$ cat src/hw/exec_pkg.sv
/* Execute slice shared definitions
   Data and register index widths, ALU opcodes, issue and completion packets */
package exec_pkg;

    ////////////////////////////////////////////////////////////
    // Widths
    ////////////////////////////////////////////////////////////

    // Machine word
    localparam int XLEN = 32;

    // Physical register index, caps the file at 64 entries
    localparam int PREG_IDX_W = 6;

    // Shift amount taken from the low bits of source 2
    localparam int SHAMT_W = 5;

    // Operand half used by the multiplier partial products
    localparam int HALF_W = XLEN / 2;

    typedef logic [XLEN-1:0]       data_t;
    typedef logic [PREG_IDX_W-1:0] preg_idx_t;

    ////////////////////////////////////////////////////////////
    // ALU operations
    ////////////////////////////////////////////////////////////

    typedef enum logic [2:0] {
        ALU_ADD = 3'd0,
        ALU_SUB = 3'd1,
        ALU_AND = 3'd2,
        ALU_OR  = 3'd3,
        ALU_XOR = 3'd4,
        ALU_SLL = 3'd5,
        ALU_SRL = 3'd6,
        ALU_SLT = 3'd7   // signed less-than
    } alu_op_t;

    ////////////////////////////////////////////////////////////
    // Packets
    ////////////////////////////////////////////////////////////

    // One issued micro-op
    // Multiplier ignores op
    typedef struct packed {
        logic      valid;
        preg_idx_t dest;
        preg_idx_t src1;
        preg_idx_t src2;
        alu_op_t   op;
    } issue_pkt_t;

    // One completion broadcast
    // Also the request format units present to the bus
    typedef struct packed {
        logic      valid;
        preg_idx_t dest;
        data_t     data;
    } cdb_pkt_t;

endpackage

$ cat src/hw/mult_unit.sv
/* Pipelined multiplier
   Low 32 bits of the product, one new operation accepted every cycle */
`timescale 1ns/1ps

module mult_unit #(
    parameter int MULT_STAGES = 3
) (
    input  logic                  clock,
    input  logic                  reset,
    input  exec_pkg::issue_pkt_t  issue,
    input  exec_pkg::data_t       src1_data,
    input  exec_pkg::data_t       src2_data,
    output exec_pkg::cdb_pkt_t    result
);
    import exec_pkg::*;

    ////////////////////////////////////////////////////////////
    // Stage 1 partial products
    ////////////////////////////////////////////////////////////

    logic               s1_valid;
    preg_idx_t          s1_dest;
    logic [XLEN-1:0]    s1_ll;
    // Cross terms only matter in their low half
    logic [HALF_W-1:0]  s1_lh;
    logic [HALF_W-1:0]  s1_hl;

    // Stages 2 up to MULT_STAGES
    logic [MULT_STAGES:2] pv;
    preg_idx_t            pd [MULT_STAGES:2];
    data_t                pdata [MULT_STAGES:2];

    always_ff @(posedge clock) begin
        if (reset) begin
            s1_valid <= 1'b0;
            pv[2]    <= 1'b0;
        end else begin
            s1_valid <= issue.valid;
            pv[2]    <= s1_valid;
        end
    end

    always_ff @(posedge clock) begin
        s1_dest <= issue.dest;
        s1_ll   <= XLEN'(src1_data[HALF_W-1:0]) * XLEN'(src2_data[HALF_W-1:0]);
        s1_lh   <= src1_data[HALF_W-1:0] * src2_data[XLEN-1:HALF_W];
        s1_hl   <= src1_data[XLEN-1:HALF_W] * src2_data[HALF_W-1:0];
        // Stage 2 sum of the partial products
        pd[2]    <= s1_dest;
        pdata[2] <= s1_ll + {s1_lh + s1_hl, {HALF_W{1'b0}}};
    end

    // Extra delay stages
    for (genvar k = 3; k <= MULT_STAGES; k++) begin : g_delay
        always_ff @(posedge clock) begin
            if (reset) begin
                pv[k] <= 1'b0;
            end else begin
                pv[k] <= pv[k-1];
            end
        end

        always_ff @(posedge clock) begin
            pd[k]    <= pd[k-1];
            pdata[k] <= pdata[k-1];
        end
    end

    assign result = cdb_pkt_t'{valid: pv[MULT_STAGES], dest: pd[MULT_STAGES],
                               data: pdata[MULT_STAGES]};

    // Needs one stage for products and one for the sum
    initial begin
        a_depth: assert (MULT_STAGES >= 2)
            else $error("mult_unit: MULT_STAGES %0d below 2", MULT_STAGES);
    end

endmodule

$ cat config.mk
export PLATFORM = sky130hd
export DESIGN_NAME = mult_unit
export DESIGN_NICKNAME = d
export VERILOG_FILES = /design/src/hw/exec_pkg.sv /design/src/hw/mult_unit.sv
export SDC_FILE = /design/constraint.sdc
export NUM_CORES = 1
export LEC_CHECK = 0
export ABC_AREA = 0
export BUFFER_PORTS_ARGS = -buffer_cell sky130_fd_sc_hd__buf_2
export CAP_MARGIN = 25
export CELL_PAD_IN_SITES_DETAIL_PLACEMENT = 1
export CELL_PAD_IN_SITES_GLOBAL_PLACEMENT = 1
export CORE_ASPECT_RATIO = 0.5
export CORE_MARGIN = 5
export CORE_UTILIZATION = 53
export DETAILED_ROUTE_END_ITERATION = 16
export GPL_TIMING_DRIVEN = 1
export PLACE_DENSITY_LB_ADDON = 0.1
export SLEW_MARGIN = 20
export SYNTH_ARGS = -nofsm -noshare
export SYNTH_HDL_FRONTEND = slang
export SYNTH_SLANG_ARGS = --single-unit
$ cat constraint.sdc
create_clock -name clock -period 19.2 [get_ports clock]
set_clock_uncertainty 0.2 [all_clocks]
set_input_delay 2.88 -clock clock [delete_from_list [all_inputs] [get_ports clock]]
set_output_delay 2.88 -clock clock [all_outputs]
set_load 0.03 [all_outputs]
==> impl_results.md, run 1 <==
* Chip Width at 290.1 um
* Crit. End Element: register
* Avg Cell Area, Syn at 9.089 um^2
* Htree depth at 4
* Final Non-Filler Cells at 2840
* Post-synth EDFFs at 0
* RSZ-0062 raised after global routing: no
* Crit path required time at 19.30 ns
* TNS Setup at 0 ns
* FF+latch count, synth at 149
* CTS Sinks at 149
* Async set or reset register ratio after synthesis at 0%
* Vias per cell at 5.310
* Worst Setup Path Type: in -> reg
* Iteration-0 DRC Markers at 610
* Status: finished clean
* Min-Delay Path Class: reg -> reg
* Routed via count at 15080
* # DRC at 0
* Proportion of layout cells with a drive suffix above 1 at 6.932%
* Drt pass-1 iters at 5
* Synthesized instance count at 2288
* Die footprint at 43540 um^2
* Sequential fraction of the synthesis area at 14.34%
* CTS tree: done
* Clock latency on the worst-skew pair at 0.43 ns
* Initial core utilization at 53.60%
* GRT Total Usage at 26.40%
* Final #Nets at 2971
* Post-route clock period utilization at 48.03%
* Core area at 38800 um^2
* Max-cap viol count at 0
* Largest net degree at the start of global routing at 33
* Cells after DPL at 2806
* Chip height at 150.1 um
* Area grow syn2layout at 6.071%
* Hold Buf Count CTS at 0
* Post-CTS Resized at 0
* CP max FO at 30
* Root buf cell: clkbuf_16
* IO buf count at 111
* Total grt overflow at 0
* Std-Cell Rows at 51
* Initial antenna violation count at 5
* # setup viols final at 0
* Fin crit period at 9.222 ns
* Pins Over Slew Limit at 0
* Slew @ Worst Pin at 0.8998 ns
* Crit path DAT at 9.32 ns
* Storage element area at 2983 um^2
* Gpl congestion at 0.8150
* Mapped Nets at 2964
* Post-synth design cell area at 20800 um^2
* Relative slew slack at 40.01%
* Max Clk Rate at 108.4 MHz
* Ys Warns at 0
* Post-CTS Setup Bufs at 0
* Hpwl dp at 42860 um
* CTS buffer count at 17
* CTS Buffer Depth at 2
* First-pass GRT wire length at 89760 um
* WL/cell at 19.55 um
* Final Hold Fails at 0
* Post-DRT Antenna Nets at 0
* Multi-input logic area at 15400 um^2
* Fill cell count at 4537
* Distinct cells, synth at 53
* Vias in the first global route at 16840
* Clock-pin slew on the worst setup and hold paths at 0.07 ns
* Drt total wl at 55520 um
* Post-synth top flop: dfxtp_1
* Critical Path Start Type: input pin
* I/O pin count at 127
layer usage:
layer	global-route usage, %	vias up	wire length [um]
li1	-	6834	-
met3	6.199	87	3897
met5	0	-	25
met4	6.156	4	1009
met1	35.05	7804	24800
met2	44.52	351	25780
registers in the layout (all words and copies together), names as in the netlist:
register  flops
pd           12
pdata        64
pv            1
result        1
s1_dest       6
s1_hl        16
s1_lh        16
s1_ll        32
s1_valid      1
cell usage after synthesis (all sizes together), types with 6 or more instances:
master  instances  area [um^2]
nor2           23        86.33
nand2         348         1306
nor3           18        95.09
a211oi          7        57.55
fa            356         7127
o21bai         13        97.59
a21oi          58        290.3
and2          213         1333
a21o           13        97.59
or3             8        55.05
dfxtp         149         2983
o21a            8        60.06
nor2b          12        75.07
nand3          14        70.07
buf            39        292.8
ha            232         2903
xnor2         103        902.1
inv           479         1798
a41oi           6        52.55
xor2           30        262.8
o21ai          16        80.08
clkbuf         87        326.6
critical path, cell delays in order:
cell,delay [ns]
buf_2,0.61
nand2_1,0.19
fa_1,0.54
fa_1,0.58
fa_1,0.45
fa_1,0.55
inv_1,0.06
fa_1,0.47
inv_1,0.05
fa_1,0.47
inv_1,0.04
ha_1,0.35
nand3_1,0.13
a211oi_2,0.37
nor2b_1,0.14
o31ai_2,0.53
nand4_1,0.25
a21oi_1,0.28
xor2_1,0.35
layout by cell type, fill, tap and decap left out, types with 14 or more instances in the layout:
cell,Yosys,layout
nor3_1,17,17
a21oi_1,58,58
clkbuf_16,0,17
inv_1,479,479
nand2_1,348,348
xor2_1,30,30
and2_1,213,213
xnor2_1,103,103
fa_1,356,356
nand3_1,14,14
nor2_1,23,23
dfxtp_1,149,149
ha_1,232,232
buf_2,0,111
worst paths after layout:
kind	from	endpoint	slack (ns)	cells after the start
worst max-delay path	src2_data[2]	s1_ll[28]	9.98	19
worst max register to register	s1_lh[0]	pdata[1][30]	14.86	15
worst min-delay path	pd[1][1]	pd[1][7]	0.12	0
worst min register to register	pd[1][1]	pd[1][7]	0.12	0
per-stage QoR:
stage / hold WS, ns / worst slack (ns) / utilization, % / instance area (um^2)
after floorplan: 0.1096 / 10.56 / - / 20800
after global placement: 0.1101 / 9.727 / 55.21 / 21420
after detailed placement: 0.1132 / 9.589 / 55.21 / 21420
after CTS: 0.1242 / 10.03 / 56.84 / 22050
after global routing: 0.1319 / 9.599 / 56.84 / 22050
final: 0.1235 / 9.978 / 56.86 / 22060
area by class of cell:
class                           count  share of cell area, %
Clock buffer                       17                  1.929
Sequential cell                   149                  13.52
Clock inverter                     15                 0.9529
Inverter                          479                  8.151
Antenna cell                        2                0.02269
Tap cell                          530                  3.006
Timing Repair Buffer              114                  2.621
Multi-Input combinational cell   1534                  69.80
cells by family (layout without fill, tap and decap cells):
kind of cell | after synthesis | after routing | synth area share [%]
buffers and inverters | 605 | 625 | 11.62
and+or+nand+nor | 659 | 659 | 15.26
DFF | 149 | 149 | 14.34
AOI/OAI and AO/OA | 154 | 154 | 4.946
xor gates and xnor gates | 133 | 133 | 5.601
other | 0 | 2 | 0
adders and majority gates | 588 | 588 | 48.23
Power of run 1 is left out: the tool's default activity adds up to more than one toggle a clock period on the data nets, which glitch-free logic cannot reach.
==> inputs of run 2 (changes only) <==
--- a/config.mk
+++ b/config.mk
@@ -12,7 +12,7 @@
 export CELL_PAD_IN_SITES_GLOBAL_PLACEMENT = 1
 export CORE_ASPECT_RATIO = 0.5
 export CORE_MARGIN = 5
-export CORE_UTILIZATION = 53
+export CORE_UTILIZATION = 45
 export DETAILED_ROUTE_END_ITERATION = 16
 export GPL_TIMING_DRIVEN = 1
 export PLACE_DENSITY_LB_ADDON = 0.1
==> constraint.sdc (replaced) <==
create_clock -name clock -period 8.23 [get_ports clock]
set_clock_uncertainty 0.2 [all_clocks]
set_input_delay 1.2345 -clock clock [delete_from_list [all_inputs] [get_ports clock]]
set_output_delay 1.2345 -clock clock [all_outputs]
set_load 0.03 [all_outputs]
==> impl_results.md, run 2 (same netlist as run 1, synthesis figures left out) <==
* Status: finished clean
* Wl on met1 at 27150 um
* Post-layout util at 49.01%
* Top sig layer: met5
* Relative slew slack at 52.71%
* CTS Buffer Depth at 2
* Gpl congestion at 0.8214
* Initial antenna violation count at 6
* Total grt overflow at 0
* Iteration-0 DRC Markers at 630
* # setup viols final at 0
* Worst Setup Path Type: in -> reg
* Hold Buf Count CTS at 0
* Hpwl dp at 46000 um
* Worst R2R Path Depth at 15
* ANT cells at 0
* CTS tree: done
* Initial core utilization at 45.79%
* Die footprint at 50870 um^2
* CP max FO at 20
* Critical path, cell by cell: buf_2 > nand2_1 > fa_1 > fa_1 > fa_1 > inv_1 > fa_1 > fa_1 > inv_1 > fa_1 > inv_1 > ha_1 > nand3_1 > a211oi_2 > nor2b_1 > o31ai_2 > a31oi_1 > xnor2_1
* CTS Sinks at 149
* Crit path required time at 8.29 ns
* Min-Delay Path Class: reg -> reg
* Final #Nets at 2988
* Crit path DAT at 7.27 ns
* Critical Path Start Type: input pin
* Drt pass-1 iters at 5
* Largest net degree at the start of global routing at 31
* Top reg by flops: pdata
* Max Clk Rate at 138.8 MHz
* Proportion of layout cells with a drive suffix above 1 at 7.613%
* Biggest regs: pdata (64), s1_ll (32)
* RSZ-0062 raised after global routing: no
* First-pass GRT wire length at 90560 um
* Chip height at 162.0 um
* Commonest cells after routing, fill and taps aside: 479 x inv_1, 356 x fa_1, 348 x nand2_1
* WHS Path Cells at 0
* Area grow syn2layout at 7.039%
* GRT Total Usage at 22.87%
* Post-CTS Resized at 0
* Slowest stage delay, CP at 0.55 ns
* WP depth at 18
* Root buf cell: clkbuf_16
* Top delay family on crit path: adder cells
* Most used cell along the critical path: fa_1
* Max-cap viol count at 0
* Pins Over Slew Limit at 0
* Clock-pin slew on the worst setup and hold paths at 0.06 ns
* Worst path bufs/invs at 4
* Drt total wl at 56240 um
* Clock latency on the worst-skew pair at 0.44 ns
* # DRC at 0
* I/O pin count at 127
* Routed via count at 14810
* CTS buffer count at 17
* Slew @ Worst Pin at 0.7093 ns
* Vias per cell at 5.066
* IO buf count at 111
* Crit. End Element: register
* Vias in the first global route at 16370
* Max reg flops at 64
* Post-DRT Antenna Nets at 0
* Core area at 45420 um^2
* Flop2flop setup slack at 3.94 ns
* TNS Setup at 0 ns
* Htree depth at 4
* Detail Route met3 WL at 3198 um
* Post-route clock period utilization at 87.56%
* WL/cell at 19.24 um
* Slowest cell on crit path: fa_1
* Most common cell after layout, fill and taps aside: inv_1
* Post-CTS Setup Bufs at 0
* Metal2 WL at 25100 um
* Fin crit period at 7.206 ns
* Std-Cell Rows at 55
* Final Hold Fails at 0
* Chip Width at 314.0 um
run 2: cell types whose count changed in the layout (fill, tap and decap cells not counted):
cell / before / now
clkinv_8: 1 / 0
inv_8: 4 / 5
clkinv_4: 0 / 1
buf_4: 3 / 20
clkinv_2: 0 / 1
clkinvlp_4: 2 / 0
diode_2: 2 / 0
run 2: stage by stage:
stage | std cells | hold slack [ns] | area (um^2) | setup slack (ns)
finish | 2923 | 0.1194 | 22260 | 1.024
global route | 2923 | 0.1252 | 22260 | 0.7249
CTS | 2923 | 0.1207 | 22260 | 1.100
detailed placement | 2891 | 0.1132 | 21630 | 0.6658
global placement | 2891 | 0.1095 | 21630 | 0.6803
floorplan | 2288 | 0.1096 | 20800 | 1.236
run 2: final cells by class:
type | count | area, um^2
clock buffer | 17 | 425.4
clock inverter | 15 | 203.9
fill | 5364 | 23160
inverter | 479 | 1798
multi-input combinational | 1534 | 15400
sequential | 149 | 2983
tap | 598 | 748.2
timing repair buffer | 131 | 705.7
run 2: path summary, 6_finish.rpt:
kind                  end          start
max             s1_ll[22]  src1_data[12]
max reg2reg  pdata[1][31]       s1_lh[0]
min           pdata[1][3]       s1_ll[3]
min reg2reg   pdata[1][3]       s1_ll[3]
run 2: metal layers:
layer	GRT usage, %	vias to the layer above
met2	36.19	267
met3	4.883	42
met1	32.90	7633
met4	4.232	2
met5	0	-
li1	-	6864
Power of run 2 is left out for the same reason.
