==> src/hw/exec_pkg.sv <==
/* Execute slice shared definitions
   Data and register index widths, ALU opcodes, issue and completion packets */
package exec_pkg;

    ////////////////////////////////////////////////////////////
    // Widths
    ////////////////////////////////////////////////////////////

    // Machine word
    localparam int XLEN = 32;

    // Physical register index, caps the file at 64 entries
    localparam int PREG_IDX_W = 6;

    // Shift amount taken from the low bits of source 2
    localparam int SHAMT_W = 5;

    // Operand half used by the multiplier partial products
    localparam int HALF_W = XLEN / 2;

    typedef logic [XLEN-1:0]       data_t;
    typedef logic [PREG_IDX_W-1:0] preg_idx_t;

    ////////////////////////////////////////////////////////////
    // ALU operations
    ////////////////////////////////////////////////////////////

    typedef enum logic [2:0] {
        ALU_ADD = 3'd0,
        ALU_SUB = 3'd1,
        ALU_AND = 3'd2,
        ALU_OR  = 3'd3,
        ALU_XOR = 3'd4,
        ALU_SLL = 3'd5,
        ALU_SRL = 3'd6,
        ALU_SLT = 3'd7   // signed less-than
    } alu_op_t;

    ////////////////////////////////////////////////////////////
    // Packets
    ////////////////////////////////////////////////////////////

    // One issued micro-op
    // Multiplier ignores op
    typedef struct packed {
        logic      valid;
        preg_idx_t dest;
        preg_idx_t src1;
        preg_idx_t src2;
        alu_op_t   op;
    } issue_pkt_t;

    // One completion broadcast
    // Also the request format units present to the bus
    typedef struct packed {
        logic      valid;
        preg_idx_t dest;
        data_t     data;
    } cdb_pkt_t;

endpackage

==> src/hw/complete_bus.sv <==
/* Completion bus arbiter
   Multiplier on port 0, ALU lanes fill the remaining ports in lane order */
`timescale 1ns/1ps

module complete_bus #(
    parameter int NUM_ALU = 2,
    parameter int NUM_CDB = 2
) (
    // Only used to sample the check
    input  logic                                clock,
    input  logic                                reset,

    input  exec_pkg::cdb_pkt_t                  mult_result,
    input  exec_pkg::cdb_pkt_t [NUM_ALU-1:0]    alu_result,
    output logic               [NUM_ALU-1:0]    alu_grant,
    output exec_pkg::cdb_pkt_t [NUM_CDB-1:0]    cdb
);
    import exec_pkg::*;

    // Ports left for the ALU lanes
    int free_ports;

    assign free_ports = NUM_CDB - (mult_result.valid ? 1 : 0);

    ////////////////////////////////////////////////////////////
    // Port assignment
    ////////////////////////////////////////////////////////////

    always_comb begin
        int port;
        port      = 0;
        cdb       = '0;
        alu_grant = '0;

        // Multiplier cannot stall so it is never refused
        if (mult_result.valid) begin
            cdb[0] = mult_result;
            port   = 1;
        end

        // Lower lane wins
        for (int i = 0; i < NUM_ALU; i++) begin
            if (alu_result[i].valid && (port < NUM_CDB)) begin
                cdb[port]    = alu_result[i];
                alu_grant[i] = 1'b1;
                port         = port + 1;
            end
        end
    end

    // Grants bounded by what the multiplier leaves
    a_grant_count: assert property (
        @(posedge clock) disable iff (reset)
        $countones(alu_grant) <= free_ports
    ) else $error("complete_bus: %0d grants for %0d free ports",
                  $countones(alu_grant), free_ports);

endmodule

==> config.mk <==
export PLATFORM = sky130hd
export DESIGN_NAME = complete_bus
export DESIGN_NICKNAME = d
export VERILOG_FILES = /design/src/hw/exec_pkg.sv /design/src/hw/complete_bus.sv
export SDC_FILE = /design/constraint.sdc
export NUM_CORES = 1
export LEC_CHECK = 0
export BUFFER_PORTS_ARGS = -buffer_cell sky130_fd_sc_hd__buf_2
export CAP_MARGIN = 0
export CORE_MARGIN = 8
export CORE_UTILIZATION = 25
export DETAILED_ROUTE_END_ITERATION = 10
export GPL_TIMING_DRIVEN = 0
export PLACE_DENSITY = 0.6
export SLEW_MARGIN = 5
export SYNTH_ARGS = -nofsm -noshare
export SYNTH_HDL_FRONTEND = slang
export SYNTH_SLANG_ARGS = --single-unit
==> constraint.sdc <==
create_clock -name vclk -period 3.6
set_input_delay 0.9 -clock vclk [all_inputs]
set_output_delay 0.9 -clock vclk [all_outputs]
set_load 0.03 [all_outputs]
==> metrics, run 1 <==
status completed; initial antenna violation count 0; max-cap check violation count 0; CP Class input port to output port; Startpoint Class input port; DP HPWL 8.44 mm; RSZ-0062 raised after global routing true; Critical Path Most Common Cell buf_2; setup tns final 0 ps; Req. time, crit path 2700 ps; NetSw 334 uW; worst hold stages 4; Final period util 0.967; worst path cell trace buf_2, clkbuf_4, buf_12, inv_1, ha_1, nand3b_4, buf_8, mux2_2, buf_2; WHS Endpoint cdb[5]; Initial DRC Count 112; fmax 0.287 GHz; Routed WL 10.6 mm; clock buffers 0; sequential power share 0; global placement routability congestion 0.734; top cells by area, synth mux2_2 (16%), nand3b_1 (14%), a31oi_1 (11%); DRC Markers 0; Critical Path Slowest Stage Cell mux2_2; Critical Path AT 2580 ps; Netlist cell types 18; Worst Setup End Kind output port; leak pwr 0.00179 uW; switching share of total power 0.606; Worst Setup Slack, final 120 ps; vias in the first global route 3311; Finished Cell Area 3280 um^2; num ports 199; fin nets 598; vias 2985; mean post-synth cell area 7.41 um^2; num sequential 0; total track usage 0.170; worst rel slew slack 0.637; global-route wire length before repair 16.6 mm; VDD IR max 0.0000645 V; final antenna-violating net count 0; grt ovf 0; layout overhead on the synthesized area 58.0%; Final setup violation count 0; Pint 217 uW; core box area 8130 um^2; total die area 11500 um^2; sequential area share after synthesis 0; critical-path maximum fanout 19; Setup WS pre-CTS -506 ps; Warnings, synthesis 0; Critical Path Max Stage Delay 360 ps; FF/Latch Area 0 um^2; IO Port Bufs 197; layout cell share with drive strength beyond 1 0.589; Starting Density 0.255; Yosys top cell by area mux2_2; cell count after synthesis 280; DIE HEIGHT 107 um; Post-Syn Area 2070 um^2; Vias/cell 5.16; Tmin final 3480 ps; utilization after layout 0.403; Hold WC Path Type input port to output port; Power Density 168 nW/um^2; Gate power share 1.000; top cell type's share of synthesized area 0.157; die extent in x 107 um; commonest non-fill, non-tap cell in the layout buf_2; Placed Area 3210 um^2; average wire per standard cell 18.3 um; Worst Tran Pin Value 544 ps; clock network fraction of total power 0; # rows 33; min-delay src mult_result[5]; most frequent cells in the layout buf_2 (194), nand3b_1 (39), nand2_1 (39); pin count of the biggest net entering global routing 20; n_diodes 0; router iterations before antenna repair 4; Slew Viols, Final 0; buffer count from post-CTS setup fixing 0; Final Hold Viols 0; Syn Nets 402
[through the flow]
step	hold WS, ps	cells	total power, uW
final	2180	579	551
after global routing	2200	579	590
after floorplan	1930	280	348
after global placement	2180	582	542
after CTS	2190	579	549
after detailed placement	2190	582	543
[cells in the mapped netlist (all sizes together)]
library cell	instances
and3	38
inv	2
nand3b	40
nand2b	1
ha	3
nor2b	1
mux2	38
nor4bb	20
a31oi	38
nand2	39
and4bb	18
buf	16
clkbuf	26
[cells by family (layout without fill, tap and decap cells)]
| kind of cell | count (synthesis) | count (layout) | synth area share |
|---|---|---|---|
| mux | 38 | 38 | 0.223 |
| buf+inv | 44 | 238 | 0.0977 |
| simple gates | 157 | 157 | 0.547 |
| compound gates | 38 | 38 | 0.115 |
| fa+ha+maj | 3 | 3 | 0.0181 |
[layout make-up]
class,count,area (um^2)
timing repair buffer,197,1010
inverter,2,7.51
multi-input combinational,236,1910
fill,878,4860
tap,105,131
buffer,39,219
[layer usage]
metal  routed length (um)  up-vias  GRT usage
met5                    0        -          0
met3                  877        2     0.0294
met2                 5160      149      0.310
met1                 4510     1372      0.209
li1                     -     1462          -
met4                   34        0     0.0121
[power groups by stage]
| stage | Sequential [uW] | Combinational [uW] | Clock [uW] |
|---|---|---|---|
| final | 0 | 551 | 0 |
| after CTS | 0 | 549 | 0 |
| after floorplan | 0 | 348 | 0 |
| after detailed placement | 0 | 543 | 0 |
| after global routing | 0 | 590 | 0 |
| after global placement | 0 | 542 | 0 |
[how the worst max path moves through the flow]
stage	from	cells after the start	slack (ps)	end
3_3_place_gp	mult_result[38]	11	-510	cdb[4]
5_1_grt	mult_result[38]	10	-3	cdb[25]
2_1_floorplan	mult_result[38]	9	3	cdb[0]
6_report	mult_result[38]	9	120	cdb[48]
4_1_cts	mult_result[38]	10	0.03	cdb[1]
3_5_place_dp	mult_result[38]	11	-510	cdb[33]
[worst max-delay path, delay by kind of cell]
kind / cells / cell delay (ps)
mux: 1 / 360
buf+inv: 6 / 880
fa+ha+maj: 1 / 320
simple gates: 1 / 110
[timing repair]
item,CTS,global route
hold buffers,0,0
resized for setup,17,20
endpoints found under the setup margin,78,75
pin swaps,0,0
(Power assumes the default switching activity.)
==> run 2, diff against run 1 <==
--- a/config.mk
+++ b/config.mk
@@ -8,10 +8,10 @@
 export BUFFER_PORTS_ARGS = -buffer_cell sky130_fd_sc_hd__buf_2
 export CAP_MARGIN = 0
 export CORE_MARGIN = 8
-export CORE_UTILIZATION = 25
+export CORE_UTILIZATION = 35
 export DETAILED_ROUTE_END_ITERATION = 10
 export GPL_TIMING_DRIVEN = 0
-export PLACE_DENSITY = 0.6
+export PLACE_DENSITY = 0.82
 export SLEW_MARGIN = 5
 export SYNTH_ARGS = -nofsm -noshare
 export SYNTH_HDL_FRONTEND = slang
==> constraint.sdc (replaced) <==
create_clock -name vclk -period 2.8
set_input_delay 0.7 -clock vclk [all_inputs]
set_output_delay 0.7 -clock vclk [all_outputs]
set_load 0.03 [all_outputs]
==> run 2 against run 1 <==
  * The run now ends with negative setup slack left
  * Via count rose by 9.2%
  * Design area is 38% higher
  * Die area decreased by 25%
  * Count of clock-buffer cells in the layout unchanged
  * Routed wire length is 11% higher
  * Critical path type unchanged
  * Sequential share of layout area unchanged
  * Highest routed layer unchanged
  * Cell count decreased by 1.7%
  * Critical endpoint is now cdb[53]
  * Critical path depth rose by 1
  * Setup slack got worse by 130 ps
==> metrics, run 2 (synthesized netlist as in run 1, its figures left out) <==
num ports 199 (unchanged); min-delay src alu_result[61]; setup tns final -39.3 ps (-39.3 ps); num sequential 0 (unchanged); vias 3260 (+9.2%); DP HPWL 8.16 mm (-3.3%); DRC Markers 0 (unchanged); NetSw 507 uW (+51%); Worst Setup End Kind output port; clock network fraction of total power 0 (unchanged); # rows 28 (-15%); Tmin final 2810 ps; final antenna-violating net count 0 (unchanged); worst rel slew slack 0.678 (+0.0411); Gate power share 1.000 (about the same); Initial DRC Count 113 (+0.89%); Worst Setup Slack, final -11.5 ps (-132 ps); Critical Path Source mult_result[38]; fmax 0.356 GHz; most frequent cells in the layout buf_2 (142), buf_6 (62), nand3b_1 (39), nand2_1 (39); core box area 5820 um^2 (-29%); VDD IR max 0.000136 V (+110%); Req. time, crit path 2100 ps (-600 ps); Final period util 1.00; commonest non-fill, non-tap cell in the layout buf_2; CP endpoint cdb[53]; DIE HEIGHT 93.0 um (-13%); max-cap check violation count 0 (unchanged); Hold WC Path Type input port to output port; Startpoint Class input port; Vias/cell 5.73 (+11%); Final Hold Viols 0 (unchanged); n_diodes 0 (unchanged); global-route wire length before repair 17.9 mm (+8.1%); Pint 472 uW (+120%); global placement routability congestion 0.786 (+7.1%); clock buffers 0 (unchanged); pin count of the biggest net entering global routing 19 (-5.0%); Slew Viols, Final 0 (unchanged); RSZ-0062 raised after global routing true; average wire per standard cell 20.6 um (+13%); layout cell share with drive strength beyond 1 0.694 (+0.106); die extent in x 93.0 um (-13%); grt ovf 0 (unchanged); Starting Density 0.357 (+0.102); Tot Pwr 979 uW (+77%); vias in the first global route 3507 (+5.9%); Critical Path AT 2110 ps (-470 ps); layout overhead on the synthesized area 117%; critical-path maximum fanout 6 (-13); total track usage 0.245 (+0.0752); status complete, but fails checks; worst path cell trace buf_6, buf_8, buf_12, inv_8, ha_4, nand3b_4, buf_8, buf_12, mux2_4, buf_6; Fin Hold WS 1740 ps (-446 ps); Worst Tran Pin Value 483 ps (-61.7 ps); total die area 8650 um^2 (-25%); leak pwr 0.00225 uW (+26%); Critical Path Slowest Stage Cell mux2_4; Finished Cell Area 4510 um^2 (+38%); fin nets 618 (+3.3%); sequential power share 0 (unchanged); Critical Path Max Stage Delay 310 ps (-50 ps); initial antenna violation count 0 (unchanged); failing checks negative setup slack; router iterations before antenna repair 4 (unchanged); IO Port Bufs 197 (unchanged); FF/Latch Area 0 um^2 (unchanged); Setup WS pre-CTS -639 ps (-133 ps); Placed Area 3530 um^2 (+10%); Routed WL 11.7 mm (+11%); Final setup violation count 7 (+7); Power Density 217 nW/um^2 (+29%); switching share of total power 0.518 (-0.0888); CP Class input port to output port; cts hold-fix bufs 0 (unchanged)
## run 2: worst max-delay path: cells and delay by family
family | cells | cell delay, ps
mux | 1 | 310
simple gates | 1 | 100
fa+ha+maj | 1 | 200
buf+inv | 7 | 800
## run 2: metal layers
| metal | GRT usage | part of all wire |
|---|---|---|
| met5 | 0 | 0 |
| met2 | 0.469 | 0.54 |
| met3 | 0.0401 | 0.063 |
| met4 | 0.0443 | 0.015 |
| met1 | 0.277 | 0.39 |
## run 2: worst min-delay path by stage
stage / slack [ps] / to / cells after the start
6_report: 1740 / cdb[61] / 3
5_1_grt: 1750 / cdb[42] / 3
4_1_cts: 1740 / cdb[61] / 3
3_5_place_dp: 1790 / cdb[17] / 4
3_3_place_gp: 1790 / cdb[59] / 3
2_1_floorplan: 1530 / alu_grant[0] / 1
## run 2: power groups by stage
stage	Clock, uW	Sequential [uW]	Combinational (uW)
after floorplan	0	0	508
after global placement	0	0	743
after detailed placement	0	0	755
after CTS	0	0	939
after global routing	0	0	1030
final	0	0	979
## run 2: layout make-up
| type | count | area, um^2 |
|---|---|---|
| buffer | 40 | 339 |
| fill | 401 | 1310 |
| inverter | 2 | 20.0 |
| multi-input combinational | 236 | 2440 |
| tap | 75 | 93.8 |
| timing repair buffer | 216 | 1620 |
## run 2: repair_timing
action	in CTS	in global routing
cloned	3	1
setup endpoints to repair	78	76
resized for setup	181	46
pin swaps	1	1
setup buffers	14	1
## run 2: through the flow
stage | util | cells
global route | 0.776 | 569
detailed placement | 0.607 | 552
floorplan | - | 280
CTS | 0.752 | 568
global placement | 0.607 | 552
finish | 0.776 | 569
==> run 3, diff against run 2 <==
--- a/config.mk
+++ b/config.mk
@@ -7,11 +7,12 @@
 export LEC_CHECK = 0
 export BUFFER_PORTS_ARGS = -buffer_cell sky130_fd_sc_hd__buf_2
 export CAP_MARGIN = 0
+export CORE_ASPECT_RATIO = 1.1
 export CORE_MARGIN = 8
-export CORE_UTILIZATION = 35
+export CORE_UTILIZATION = 39
 export DETAILED_ROUTE_END_ITERATION = 10
 export GPL_TIMING_DRIVEN = 0
-export PLACE_DENSITY = 0.82
+export PLACE_DENSITY = 0.86
 export SLEW_MARGIN = 5
 export SYNTH_ARGS = -nofsm -noshare
 export SYNTH_HDL_FRONTEND = slang
==> constraint.sdc (replaced) <==
create_clock -name vclk -period 2.7
set_input_delay 0.675 -clock vclk [all_inputs]
set_output_delay 0.675 -clock vclk [all_outputs]
set_load 0.03 [all_outputs]
==> run 3 against run 2 <==
  * The run still ends with negative setup slack left
  * Global-route usage grew 2.9 points
  * Cell count down 4.0%
  * Power shrank 0.40%
  * Die area is 8.5% lower
  * Critical endpoint is now cdb[42]
  * Largest cell class unchanged
==> metrics, run 3 (synthesized netlist as in run 1, its figures left out) <==
total die area 7910 um^2 (-8.5%); pin count of the biggest net entering global routing 19 (unchanged); fmax 0.362 GHz; FILL cells 327 (-18%); Critical Path Slowest Stage Cell mux2_4; Worst Setup End Kind output port; fin nets 610 (-1.3%); sequential power share 0 (unchanged); Startpoint Class input port; num sequential 0 (unchanged); final antenna-violating net count 0 (unchanged); worst rel slew slack 0.688 (+0.0101); switching share of total power 0.532 (+0.0142); layout overhead on the synthesized area 108%; Vias/cell 5.95 (+3.9%); highest metal used met4; Starting Density 0.395 (+0.0380); initial antenna violation count 0 (unchanged); # rows 28 (unchanged); commonest non-fill, non-tap cell in the layout buf_2; Routed WL 11.6 mm (-1.6%); FF/Latch Area 0 um^2 (unchanged); Fin Hold WS 1690 ps (-48.6 ps); global placement routability congestion 0.935 (+19%); status complete, but fails checks; Gate power share 1.000 (about the same); Initial DRC Count 114 (+0.88%); Critical Path AT 2090 ps (-20 ps); DIE HEIGHT 92.5 um (-0.53%); IO Port Bufs 197 (unchanged); n_diodes 0 (unchanged); Worst Setup Slack, final -64.8 ps (-53.3 ps); Final setup violation count 40 (+33); failing checks negative setup slack; min-delay src alu_result[39]; Pint 456 uW (-3.3%); clock network fraction of total power 0 (unchanged); fin cells 546 (-4.0%); average wire per standard cell 21.2 um (+2.6%); Hold WC Path Type input port to output port; Final Hold Viols 0 (unchanged); DP HPWL 8.46 mm (+3.6%); leak pwr 0.00220 uW (-2.4%); max-cap check violation count 0 (unchanged); DRC Markers 0 (unchanged); critical-path maximum fanout 7 (+1); core box area 5260 um^2 (-9.6%); total track usage 0.274 (+0.0287); CP Class input port to output port; Multi-input gate area 2490 um^2 (+2.2%); DP Cell Count 537 (-2.7%); Critical Path Max Stage Delay 300 ps (about the same); WL met3 877 um (+19%); Final period util 1.02; num ports 199 (unchanged); layout cell share with drive strength beyond 1 0.695 (+0.00114); Tmin final 2760 ps; Slew Viols, Final 0 (unchanged); Tot Pwr 975 uW (-0.40%); RSZ-0062 raised after global routing true; Req. time, crit path 2030 ps (-70 ps); grt ovf 0 (unchanged); met2 wire len 6.15 mm (-2.4%); clock buffers 0 (unchanged); global-route wire length before repair 18.1 mm (+1.0%); Critical Path Source alu_result[38]; worst path cell trace buf_6, buf_12, inv_2, ha_4, nand3b_4, buf_8, buf_12, mux2_4, buf_6; VDD IR max 0.000181 V (+33%); metal1 wirelength 4.14 mm (-8.5%); vias 3251 (-0.28%); Power Density 225 nW/um^2 (+3.9%); die extent in x 85.5 um (-8.0%); NetSw 518 uW (+2.3%); router iterations before antenna repair 4 (unchanged); most frequent cells in the layout buf_2 (151), buf_6 (42), nand3b_1 (39), nand2_1 (39); vias in the first global route 3637 (+3.7%); Worst Tran Pin Value 467 ps (-15.1 ps)
==> run 3: path summary, 6_finish.rpt <==
check | cells after the start | end | slack [ps]
hold / removal | 3 | cdb[39] | 1690
setup / recovery | 9 | cdb[42] | -60
==> run 3: final cells by class <==
cell class / instances / share of cell area
buffer: 39 / 0.0781
inverter: 2 / 0.00347
multi-input combinational: 236 / 0.576
tap: 60 / 0.0174
timing repair buffer: 209 / 0.325
==> run 3: worst max-delay path: cells and delay by family <==
kind | cells | cell delay (ps)
buffers and inverters | 6 | 710
AND/OR/NAND/NOR | 1 | 110
adder cells (fa/ha/maj) | 1 | 270
multiplexers | 1 | 300
==> run 3: what timing repair did <==
item,CTS,global route
gates resized for setup,142,24
cloned,1,0
endpoints found under the setup margin,78,77
hold buffers,0,0
setup buffers,11,1
hold endpoints to repair,0,0
pin swaps,1,1
==> run 3: metrics by stage <==
step / area [um^2] / setup WS (ps) / util / TNS (ps)
floorplan: 2600 / -96.8 / - / -1790
global placement: 3660 / -621 / 0.697 / -35350
detailed placement: 3660 / -652 / 0.697 / -38580
CTS: 4270 / -74.2 / 0.813 / -3520
global route: 4320 / -96.8 / 0.823 / -3600
finish: 4320 / -64.8 / 0.823 / -1200
==> run 3: power groups by stage <==
| stage | sequential [uW] | combinational, uW | clock [uW] |
|---|---|---|---|
| after floorplan | 0 | 556 | 0 |
| after global placement | 0 | 803 | 0 |
| after detailed placement | 0 | 813 | 0 |
| after CTS | 0 | 955 | 0 |
| after global routing | 0 | 1020 | 0 |
| final | 0 | 975 | 0 |
==> run 3: layer usage <==
| metal | vias to the layer above | global-route usage |
|---|---|---|
| li1 | 1491 | - |
| met3 | 33 | 0.0593 |
| met5 | - | 0 |
| met4 | 0 | 0.0965 |
| met1 | 1548 | 0.277 |
| met2 | 179 | 0.532 |
